`config.mk`:
```
export PLATFORM = sky130hd
export DESIGN_NAME = reg_renamer_top
export DESIGN_NICKNAME = d
export VERILOG_FILES = /design/src/hw/rename_pkg.sv /design/src/hw/bank_cursor.sv /design/src/hw/reg_freelist.sv /design/src/hw/rename_map.sv /design/src/hw/reg_renamer_top.sv
export VERILOG_INCLUDE_DIRS = /design/src /design/src/hw
export SDC_FILE = /design/constraint.sdc
export NUM_CORES = 2
export LEC_CHECK = 0
export ABC_CLOCK_PERIOD_IN_PS = 6400
export BUFFER_PORTS_ARGS = -buffer_cell sky130_fd_sc_hd__buf_2
export CORE_AREA = 2 2 379 381
export CTS_CLUSTER_DIAMETER = 60
export DETAILED_ROUTE_END_ITERATION = 12
export DIE_AREA = 0 0 381 383
export GPL_ROUTABILITY_DRIVEN = 0
export GPL_TIMING_DRIVEN = 0
export PLACE_DENSITY_LB_ADDON = 0.12
export SETUP_SLACK_MARGIN = 0.05
export SLEW_MARGIN = 20
export SYNTH_ARGS = -nofsm -noshare
export SYNTH_HDL_FRONTEND = slang
export SYNTH_HIERARCHICAL = 1
export SYNTH_SLANG_ARGS = --single-unit
```
`constraint.sdc`:
```
create_clock -name clk -period 6.4 [get_ports clk]
set_input_delay 0 -clock clk [delete_from_list [all_inputs] [get_ports clk]]
set_output_delay 0 -clock clk [all_outputs]
set_load 0.02 [all_outputs]
```
`src/hw/rename_defines.svh`:
```
`ifndef RENAME_DEFINES_SVH
`define RENAME_DEFINES_SVH

// Rename lanes handled per cycle, which is also the number of free ports
`define RN_LANES 4

// Physical and architectural register file sizes
`define RN_PREGS 64
`define RN_AREGS 32

// Each lane allocates from its own bank of tags
// The first tag of every bank is reserved and never handed out
`define RN_BANK 16

// Tags per bank that hold architectural state after reset
`define RN_INIT_PER_BANK 8

`endif

```
`src/hw/rename_pkg.sv`:
```
`include "rename_defines.svh"

package rename_pkg;

	// =========================================================================
	// Register number types
	// =========================================================================

	// Physical register tag
	typedef logic [$clog2(`RN_PREGS)-1:0] preg_t;

	// Architectural register number
	typedef logic [$clog2(`RN_AREGS)-1:0] areg_t;

	// One bit per physical register, set when the tag may be allocated
	typedef logic [`RN_PREGS-1:0] pmask_t;

	// =========================================================================
	// Lane and port records
	// =========================================================================

	// A lane asking for a new physical register for its destination
	typedef struct packed {
		logic  valid;
		areg_t dest;
	} rename_req_t;

	// Result for one lane, with the tag it replaced so it can be freed later
	typedef struct packed {
		logic  valid;
		preg_t new_tag;
		preg_t old_tag;
	} rename_rsp_t;

	// One tag returned to the free pool
	typedef struct packed {
		logic  valid;
		preg_t tag;
	} free_req_t;

endpackage

```
`src/hw/bank_cursor.sv`:
```
`timescale 1ns/1ps
`include "rename_defines.svh"

module bank_cursor (
	input  logic                                 clk,
	input  logic                                 rst,
	input  logic              [`RN_LANES-1:0]    grant,
	input  logic              [`RN_LANES-1:0]    busy_req,
	output rename_pkg::preg_t [`RN_LANES-1:0]    cand
);

	// Offset of a tag inside its bank
	localparam int OFF_W = $clog2(`RN_BANK);
	typedef logic [OFF_W-1:0] off_t;

	// Offset zero is the reserved slot, so the search range is 1 up to the end
	localparam off_t OFF_FIRST = off_t'(1);
	localparam off_t OFF_LAST  = off_t'(`RN_BANK - 1);

	// Slots 1..RN_INIT_PER_BANK are owned by the reset mapping
	// so the first tag worth looking at sits just above them
	localparam off_t OFF_START = off_t'(`RN_INIT_PER_BANK + 1);

	off_t [`RN_LANES-1:0] off_q;
	off_t [`RN_LANES-1:0] off_nxt;

	// =========================================================================
	// Offset update
	// =========================================================================

	// A granted lane moves on to the next slot
	// A busy lane also moves on, so it keeps hunting for a free tag while stalled
	// Lanes that neither won nor waited keep their candidate
	always_comb begin
		for (int i = 0; i < `RN_LANES; i++) begin
			off_nxt[i] = off_q[i];
			if (grant[i] || busy_req[i]) begin
				// Step over the reserved slot when wrapping
				if (off_q[i] == OFF_LAST)
					off_nxt[i] = OFF_FIRST;
				else
					off_nxt[i] = off_q[i] + OFF_FIRST;
			end
		end
	end

	always_ff @(posedge clk) begin
		if (rst) begin
			for (int i = 0; i < `RN_LANES; i++)
				off_q[i] <= OFF_START;
		end else begin
			off_q <= off_nxt;
		end
	end

	// =========================================================================
	// Candidate tags
	// =========================================================================

	// Lane i always draws from bank i, so the tag is bank base plus offset
	always_comb begin
		for (int i = 0; i < `RN_LANES; i++)
			cand[i] = rename_pkg::preg_t'(i * `RN_BANK + int'(off_q[i]));
	end

endmodule

```
`src/hw/reg_freelist.sv`:
```
`timescale 1ns/1ps
`include "rename_defines.svh"

module reg_freelist (
	input  logic                                   clk,
	input  logic                                   rst,
	input  rename_pkg::rename_req_t [`RN_LANES-1:0] req,
	input  rename_pkg::preg_t       [`RN_LANES-1:0] cand,
	input  rename_pkg::free_req_t   [`RN_LANES-1:0] free,
	input  logic                                   checkpoint,
	input  logic                                   restore,
	output logic                    [`RN_LANES-1:0] grant,
	output logic                    [`RN_LANES-1:0] busy_req,
	output logic                                   stall
);

	// Marks the first tag of every bank
	function automatic rename_pkg::pmask_t reserved_mask();
		rename_pkg::pmask_t m;
		for (int t = 0; t < `RN_PREGS; t++)
			m[t] = ((t % `RN_BANK) == 0);
		return m;
	endfunction

	// Tags above the reset-mapped slots of each bank start out available
	function automatic rename_pkg::pmask_t reset_mask();
		rename_pkg::pmask_t m;
		for (int t = 0; t < `RN_PREGS; t++)
			m[t] = ((t % `RN_BANK) > `RN_INIT_PER_BANK);
		return m;
	endfunction

	localparam rename_pkg::pmask_t RSV_MASK  = reserved_mask();
	localparam rename_pkg::pmask_t INIT_MASK = reset_mask();

	// Live availability and the copy taken at the last checkpoint
	rename_pkg::pmask_t avail_q;
	rename_pkg::pmask_t avail_nxt;
	rename_pkg::pmask_t saved_q;
	rename_pkg::pmask_t saved_nxt;

	// =========================================================================
	// Grant and stall
	// =========================================================================

	// A lane is busy when it asks and its candidate is still in use
	// During a restore nothing is judged, the bitmap is about to be replaced
	always_comb begin
		for (int i = 0; i < `RN_LANES; i++)
			busy_req[i] = req[i].valid && !avail_q[cand[i]] && !restore;
	end

	assign stall = |busy_req;

	// The group goes as a whole, so one busy lane holds back all of them
	always_comb begin
		for (int i = 0; i < `RN_LANES; i++)
			grant[i] = req[i].valid && !stall && !restore;
	end

	// =========================================================================
	// Next bitmaps
	// =========================================================================

	always_comb begin
		// Restore swaps in the saved copy, otherwise start from the live map
		avail_nxt = restore ? saved_q : avail_q;

		// Allocations use the bitmap as it was before this edge
		for (int i = 0; i < `RN_LANES; i++) begin
			if (grant[i])
				avail_nxt[cand[i]] = 1'b0;
		end

		// Frees land on top of whatever the live map became, restored or not
		for (int i = 0; i < `RN_LANES; i++) begin
			if (free[i].valid)
				avail_nxt[free[i].tag] = 1'b1;
		end
		avail_nxt = avail_nxt & ~RSV_MASK;

		// The saved copy also sees frees, since a freed tag stays free after a flush
		saved_nxt = saved_q;
		for (int i = 0; i < `RN_LANES; i++) begin
			if (free[i].valid)
				saved_nxt[free[i].tag] = 1'b1;
		end
		saved_nxt = saved_nxt & ~RSV_MASK;

		// A checkpoint records the state including this cycle's changes
		if (checkpoint)
			saved_nxt = avail_nxt;
	end

	always_ff @(posedge clk) begin
		if (rst) begin
			avail_q <= INIT_MASK;
			saved_q <= INIT_MASK;
		end else begin
			avail_q <= avail_nxt;
			saved_q <= saved_nxt;
		end
	end

endmodule

```
`src/hw/rename_map.sv`:
```
`timescale 1ns/1ps
`include "rename_defines.svh"

module rename_map (
	input  logic                                   clk,
	input  logic                                   rst,
	input  rename_pkg::rename_req_t [`RN_LANES-1:0] req,
	input  rename_pkg::preg_t       [`RN_LANES-1:0] cand,
	input  logic                    [`RN_LANES-1:0] grant,
	input  logic                                   checkpoint,
	input  logic                                   restore,
	output rename_pkg::preg_t       [`RN_LANES-1:0] old_tag
);

	// Reset owner of architectural register a
	// Registers are dealt round robin across the banks, skipping slot zero
	function automatic rename_pkg::preg_t reset_tag(int a);
		int bank;
		int slot;
		bank = a % `RN_LANES;
		slot = 1 + a / `RN_LANES;
		return rename_pkg::preg_t'(bank * `RN_BANK + slot);
	endfunction

	// Current map, its next value and the checkpoint copy
	rename_pkg::preg_t map_q     [0:`RN_AREGS-1];
	rename_pkg::preg_t map_nxt   [0:`RN_AREGS-1];
	rename_pkg::preg_t saved_q   [0:`RN_AREGS-1];

	// =========================================================================
	// Old tag lookup
	// =========================================================================

	// Start from the table, then let every earlier granted lane with the
	// same destination override it
	// Scanning upward leaves the highest such lane in place
	always_comb begin
		for (int k = 0; k < `RN_LANES; k++) begin
			old_tag[k] = map_q[req[k].dest];
			for (int j = 0; j < k; j++) begin
				if (grant[j] && (req[j].dest == req[k].dest))
					old_tag[k] = cand[j];
			end
		end
	end

	// =========================================================================
	// Map update
	// =========================================================================

	always_comb begin
		// Restore reloads the saved map, no lane is granted in that cycle
		for (int a = 0; a < `RN_AREGS; a++)
			map_nxt[a] = restore ? saved_q[a] : map_q[a];

		// Writes go in lane order, so the last lane naming a register wins
		for (int i = 0; i < `RN_LANES; i++) begin
			if (grant[i])
				map_nxt[req[i].dest] = cand[i];
		end
	end

	always_ff @(posedge clk) begin
		if (rst) begin
			for (int a = 0; a < `RN_AREGS; a++) begin
				map_q[a]   <= reset_tag(a);
				saved_q[a] <= reset_tag(a);
			end
		end else begin
			for (int a = 0; a < `RN_AREGS; a++) begin
				map_q[a] <= map_nxt[a];
				// The copy includes this cycle's writes
				if (checkpoint)
					saved_q[a] <= map_nxt[a];
			end
		end
	end

endmodule

```
`src/hw/reg_renamer_top.sv`:
```
`timescale 1ns/1ps
`include "rename_defines.svh"

module reg_renamer_top (
	input  logic                                   clk,
	input  logic                                   rst,
	input  rename_pkg::rename_req_t [`RN_LANES-1:0] req,
	input  rename_pkg::free_req_t   [`RN_LANES-1:0] free,
	input  logic                                   checkpoint,
	input  logic                                   restore,
	output logic                                   stall,
	output rename_pkg::rename_rsp_t [`RN_LANES-1:0] rsp
);

	logic              [`RN_LANES-1:0] grant;
	logic              [`RN_LANES-1:0] busy_req;
	rename_pkg::preg_t [`RN_LANES-1:0] cand;
	rename_pkg::preg_t [`RN_LANES-1:0] old_tag;

	// =========================================================================
	// Datapath blocks
	// =========================================================================

	// Candidate tags, one per lane from that lane's bank
	bank_cursor i_bank_cursor (
		.clk      (clk),
		.rst      (rst),
		.grant    (grant),
		.busy_req (busy_req),
		.cand     (cand)
	);

	// Decides if the group may proceed and tracks which tags are in use
	reg_freelist i_reg_freelist (
		.clk        (clk),
		.rst        (rst),
		.req        (req),
		.cand       (cand),
		.free       (free),
		.checkpoint (checkpoint),
		.restore    (restore),
		.grant      (grant),
		.busy_req   (busy_req),
		.stall      (stall)
	);

	// Records the new owners and reports the tags they displaced
	rename_map i_rename_map (
		.clk        (clk),
		.rst        (rst),
		.req        (req),
		.cand       (cand),
		.grant      (grant),
		.checkpoint (checkpoint),
		.restore    (restore),
		.old_tag    (old_tag)
	);

	// =========================================================================
	// Response register
	// =========================================================================

	// Each lane reports whether it was granted, the tag it got and the tag it displaced
	always_ff @(posedge clk) begin
		for (int i = 0; i < `RN_LANES; i++) begin
			if (rst)
				rsp[i].valid <= 1'b0;
			else
				rsp[i].valid <= grant[i];
			rsp[i].new_tag <= cand[i];
			rsp[i].old_tag <= old_tag[i];
		end
	end

endmodule

```
==> metrics.log <==
INFO  metric status = complete, but fails checks
INFO  metric failed_checks = slew limit
INFO  metric main_combinational_cell_family_by_area_after_synthesis = compound AO/OA/AOI/OAI gates
INFO  metric wire_length_of_the_first_global_routing_pass = 360500 µm
INFO  metric crit_path_max_incr_delay = 0.63 ns
INFO  metric hold_violations = 0
INFO  metric yosys_warnings = 6
INFO  metric power.density_cell_area = 237.6 nW/µm²
INFO  metric clock_sinks = 572
INFO  metric top_level_ports = roughly 110
INFO  metric routed_wire_per_std_cell = 38.82 µm
INFO  metric rsz_0062_raised_after_global_routing = false
INFO  metric drive_gt1_frac = 0.1905
INFO  metric worst_slew_margin_rel = -0.1111
INFO  metric post_synth_most_frequent_cells = sky130_fd_sc_hd__dfxtp_1, sky130_fd_sc_hd__o22ai_1, sky130_fd_sc_hd__clkbuf_1
INFO  metric critical_path.most_common_cell = sky130_fd_sc_hd__buf_2
INFO  metric die_height = roughly 380 µm
INFO  metric finalPower = 11.49 mW
INFO  metric timing_worst_setup_path_type = reg2reg
INFO  metric slew_violations = 5
INFO  metric worst_path_required_time = 6.86 ns
INFO  metric syn_to_final_growth = 14.37%
INFO  metric grt_pass1_vias = ~43000
INFO  metric yosysSeqAreaShare = 0.3163
INFO  metric clock_latency_late_sink = about 0.72 ns
INFO  metric ctsRootBufferMaster = sky130_fd_sc_hd__clkbuf_16
INFO  metric post_synth.cell_area_avg = around 9 µm²
INFO  metric route.final.wire_length = around 270000 µm
INFO  metric synth_mux_area_frac = 0.1968
INFO  metric hold_path.class = in2reg
INFO  metric final_util = 0.3399
INFO  metric critical_path_peak_fanout = 13
INFO  metric post_synth_main_area_contributors = sky130_fd_sc_hd__dfxtp_1, sky130_fd_sc_hd__edfxtp_1, sky130_fd_sc_hd__mux4_2
INFO  metric placed_area = 45330 µm²
INFO  metric max-cap-violations = 0
INFO  metric placementRows = 139
INFO  metric synth-async-reset-ratio = 0
INFO  metric die_w = 381 µm
INFO  metric port_buffers = 91
INFO  metric globalRouteTotalUtil = 0.3517
INFO  metric worst_r2r_path_depth = 19
INFO  metric synth.cell_area = 42280 µm²
INFO  metric synth_simple_gate_area_frac = 0.1921
INFO  metric dr.pass1.iters = 8
INFO  metric final.setup.tns = 0 ns
INFO  metric post_drt_via_cell_ratio = 6.812
INFO  metric clkTransAtPathRegs = ~0.06 ns
INFO  metric path_cells = buf_2 > buf_2 > buf_2 > nand2_1 > o32ai_1 > o21ai_0 > o21ai_0 > nor4b_4 > or4_4 > buf_8 > buf_6 > nor2_2 > buf_6 > nor4bb_1 > clkbuf_1 > o211ai_1 > o22ai_1 > a21oi_1 > or2_2
INFO  metric synth_enable_flop_cells = approximately 190
INFO  metric drt-initial-drc-count = between 8000 and 9000
INFO  metric clock_tree.buffer_depth = 3
INFO  metric post_synthesis_adder_cell_area_fraction = 0.001184
INFO  metric irDropWorstVdd = roughly 0.18 mV
INFO  metric final_cell_area = 48350 µm²
INFO  metric cp-start-kind = flop
INFO  metric largest_net_degree_at_the_start_of_global_routing = 45
INFO  metric post_synth_xor_area_fraction = 0.007044
INFO  metric final_layout_fill_cell_count = 14990
INFO  metric fin_worst_skew = 0.04391 ns
INFO  metric synth_top_flop_cell = sky130_fd_sc_hd__dfxtp_1
INFO  metric hold_path_cells = 2
INFO  metric finalNetCount = 4940
INFO  metric total_leakage_power = 16.18 nW
INFO  metric floorplan.core_area = 142300 µm²
INFO  metric final.min_clock_period = 6.344 ns
INFO  metric timing.final.crit_share = 0.9912
INFO  metric cells_after_synth = 4680
INFO  metric route.antenna.remaining_nets = 0
INFO  metric drc = 0
INFO  metric total_die_area = 145900 µm²
INFO  metric initial_utilization = 0.2972
INFO  metric critical_path.endpoint_type = flop
INFO  metric global_route.overflow_total = 0
INFO  metric synth_top_cell_by_area = sky130_fd_sc_hd__dfxtp_1
INFO  metric synth.most_common_cell = sky130_fd_sc_hd__dfxtp_1
INFO  metric timing.fmax = 0.1576 GHz
INFO  metric dp_hpwl = 201200 µm
INFO  metric synth_compound_gate_area_share = 0.2306
INFO  metric ys_ff_latch = 572
INFO  metric routed-via-count = 46740
INFO  metric grt_antenna_before_repair = 25
INFO  metric numCtsBuffers = 84
INFO  metric critPathArrivalTime = 6.80 ns
INFO  metric cts_tree = yes
INFO  metric tightestPinTransition = 1.651 ns
INFO  metric report.final.setup_viol = 0
INFO  metric ctsHtreeMaxLevel = 3
INFO  metric synth_top_area_frac = 0.1799
INFO  metric cell_type_of_the_slowest_stage_on_the_worst_timing_path = sky130_fd_sc_hd__nor4bb_1
INFO  metric synth_cell_types = 105
[cells in the final DEF, fill, tap and decap left out, drive strengths merged, types with 29 or more instances in the layout]
cell / synthesis / final
a211oi: 62 / 62
a21oi: 145 / 145
a221oi: 67 / 67
a22oi: 37 / 37
a31oi: 116 / 116
and2: 43 / 43
and3: 66 / 66
buf: 187 / 292
clkbuf: 309 / 416
dfxtp: 380 / 380
edfxtp: 192 / 192
inv: 20 / 38
mux2: 116 / 116
mux2i: 304 / 304
mux4: 176 / 176
nand2: 251 / 251
nand2b: 29 / 29
nand3: 184 / 184
nand3b: 38 / 38
nor2: 335 / 335
nor2b: 66 / 66
nor3: 181 / 181
o211ai: 68 / 68
o21ai: 313 / 313
o22a: 63 / 63
o22ai: 342 / 342
o311ai: 36 / 36
o31ai: 50 / 50
or2: 119 / 119
or3: 56 / 56
[logic make-up (layout without fill, tap and decap cells)]
logic type	after synthesis	count (layout)
AND/OR/NAND/NOR	1503	1503
AO/OA/AOI/OAI	1451	1451
multiplexers	596	596
flip-flops	572	572
buffers and inverters	518	783
XOR/XNOR	34	34
adder cells (fa/ha/maj)	4	4
other	2	15
[sequential cells by signal (all words and copies together), names as in the netlist]
name                    flops
i_rename_map/map_q        192
i_rename_map/saved_q      192
i_reg_freelist/avail_q     60
i_reg_freelist/saved_q     60
rsp                        52
i_bank_cursor/off_q        16
[worst max-delay path, delay by kind of cell, from the launching register on]
family / cells / cell delay [ns]
AO/OA/AOI/OAI: 6 / 1.38
AND/OR/NAND/NOR: 6 / 2.13
buffers and inverters: 7 / 1.93
flip-flops: 1 / 0.62
[what timing repair did]
item | 4_1_cts | 5_1_grt
setup endpoints to repair | 342 | 81
setup buffers | 2 | 4
pin swaps | 2 | 2
hold buffers | 2 | 0
endpoints found under the hold margin | 14 | 0
resized for setup | 13 | 9
[where the power goes]
group	leakage, nW	switching, mW	internal (mW)	total, mW
registers	4.93	0.262	3.94	4.20
logic	9.87	1.74	0.750	2.49
clock network	1.38	1.95	2.85	4.80
total	16.2	3.96	7.53	11.5
[final cells by class]
class	instances	area, µm²	share of cell area
timing repair buffer	108	684.4	0.01415
inverter	22	82.58	0.001708
buffer	496	2310	0.04777
clock buffer	106	2317	0.04792
sequential	572	13380	0.2768
antenna	7	17.52	0.0003623
clock inverter	51	535.5	0.01108
multi-input combinational	3596	26640	0.5510
tap	1903	2381	0.04924
[metal layers]
metal / vias up / wire [µm] / track usage
li1: 18650 / - / -
met1: 22770 / 97010 / 0.4286
met2: 4140 / 107000 / 0.5013
met3: 1155 / 36000 / 0.1288
met4: 20 / 26120 / 0.2704
met5: - / 269 / 0
[metrics by stage]
| step | std cells | hold WS [ns] | setup WS [ns] |
|---|---|---|---|
| 6_report | 6861 | 0.09405 | 0.05643 |
| 5_1_grt | 6854 | 0.06483 | 0.06965 |
| 4_1_cts | 6849 | 0.05306 | 0.07129 |
| 3_5_place_dp | 6688 | 0.3584 | -0.9836 |
| 3_3_place_gp | 6680 | 0.3494 | -1.512 |
| 2_1_floorplan | 4686 | 0.07161 | 1.716 |
[path summary, 6_finish.rpt]
kind	start	to	slack, ns
worst max-delay path	i_bank_cursor/off_q[4]$_SDFFE_PP1P_	i_rename_map/saved_q[0][60]$_SDFFCE_PN1P_	0.06
worst min register to register	i_bank_cursor/off_q[3]$_SDFFE_PP1P_	rsp[9]$_DFF_P_	0.44
worst min-delay path	checkpoint	i_rename_map/saved_q[1][16]$_DFFE_PP_	0.09
worst max register to register	i_bank_cursor/off_q[4]$_SDFFE_PP1P_	i_rename_map/saved_q[0][60]$_SDFFCE_PN1P_	0.06
Note: power is estimated with default switching activity, not from simulation.
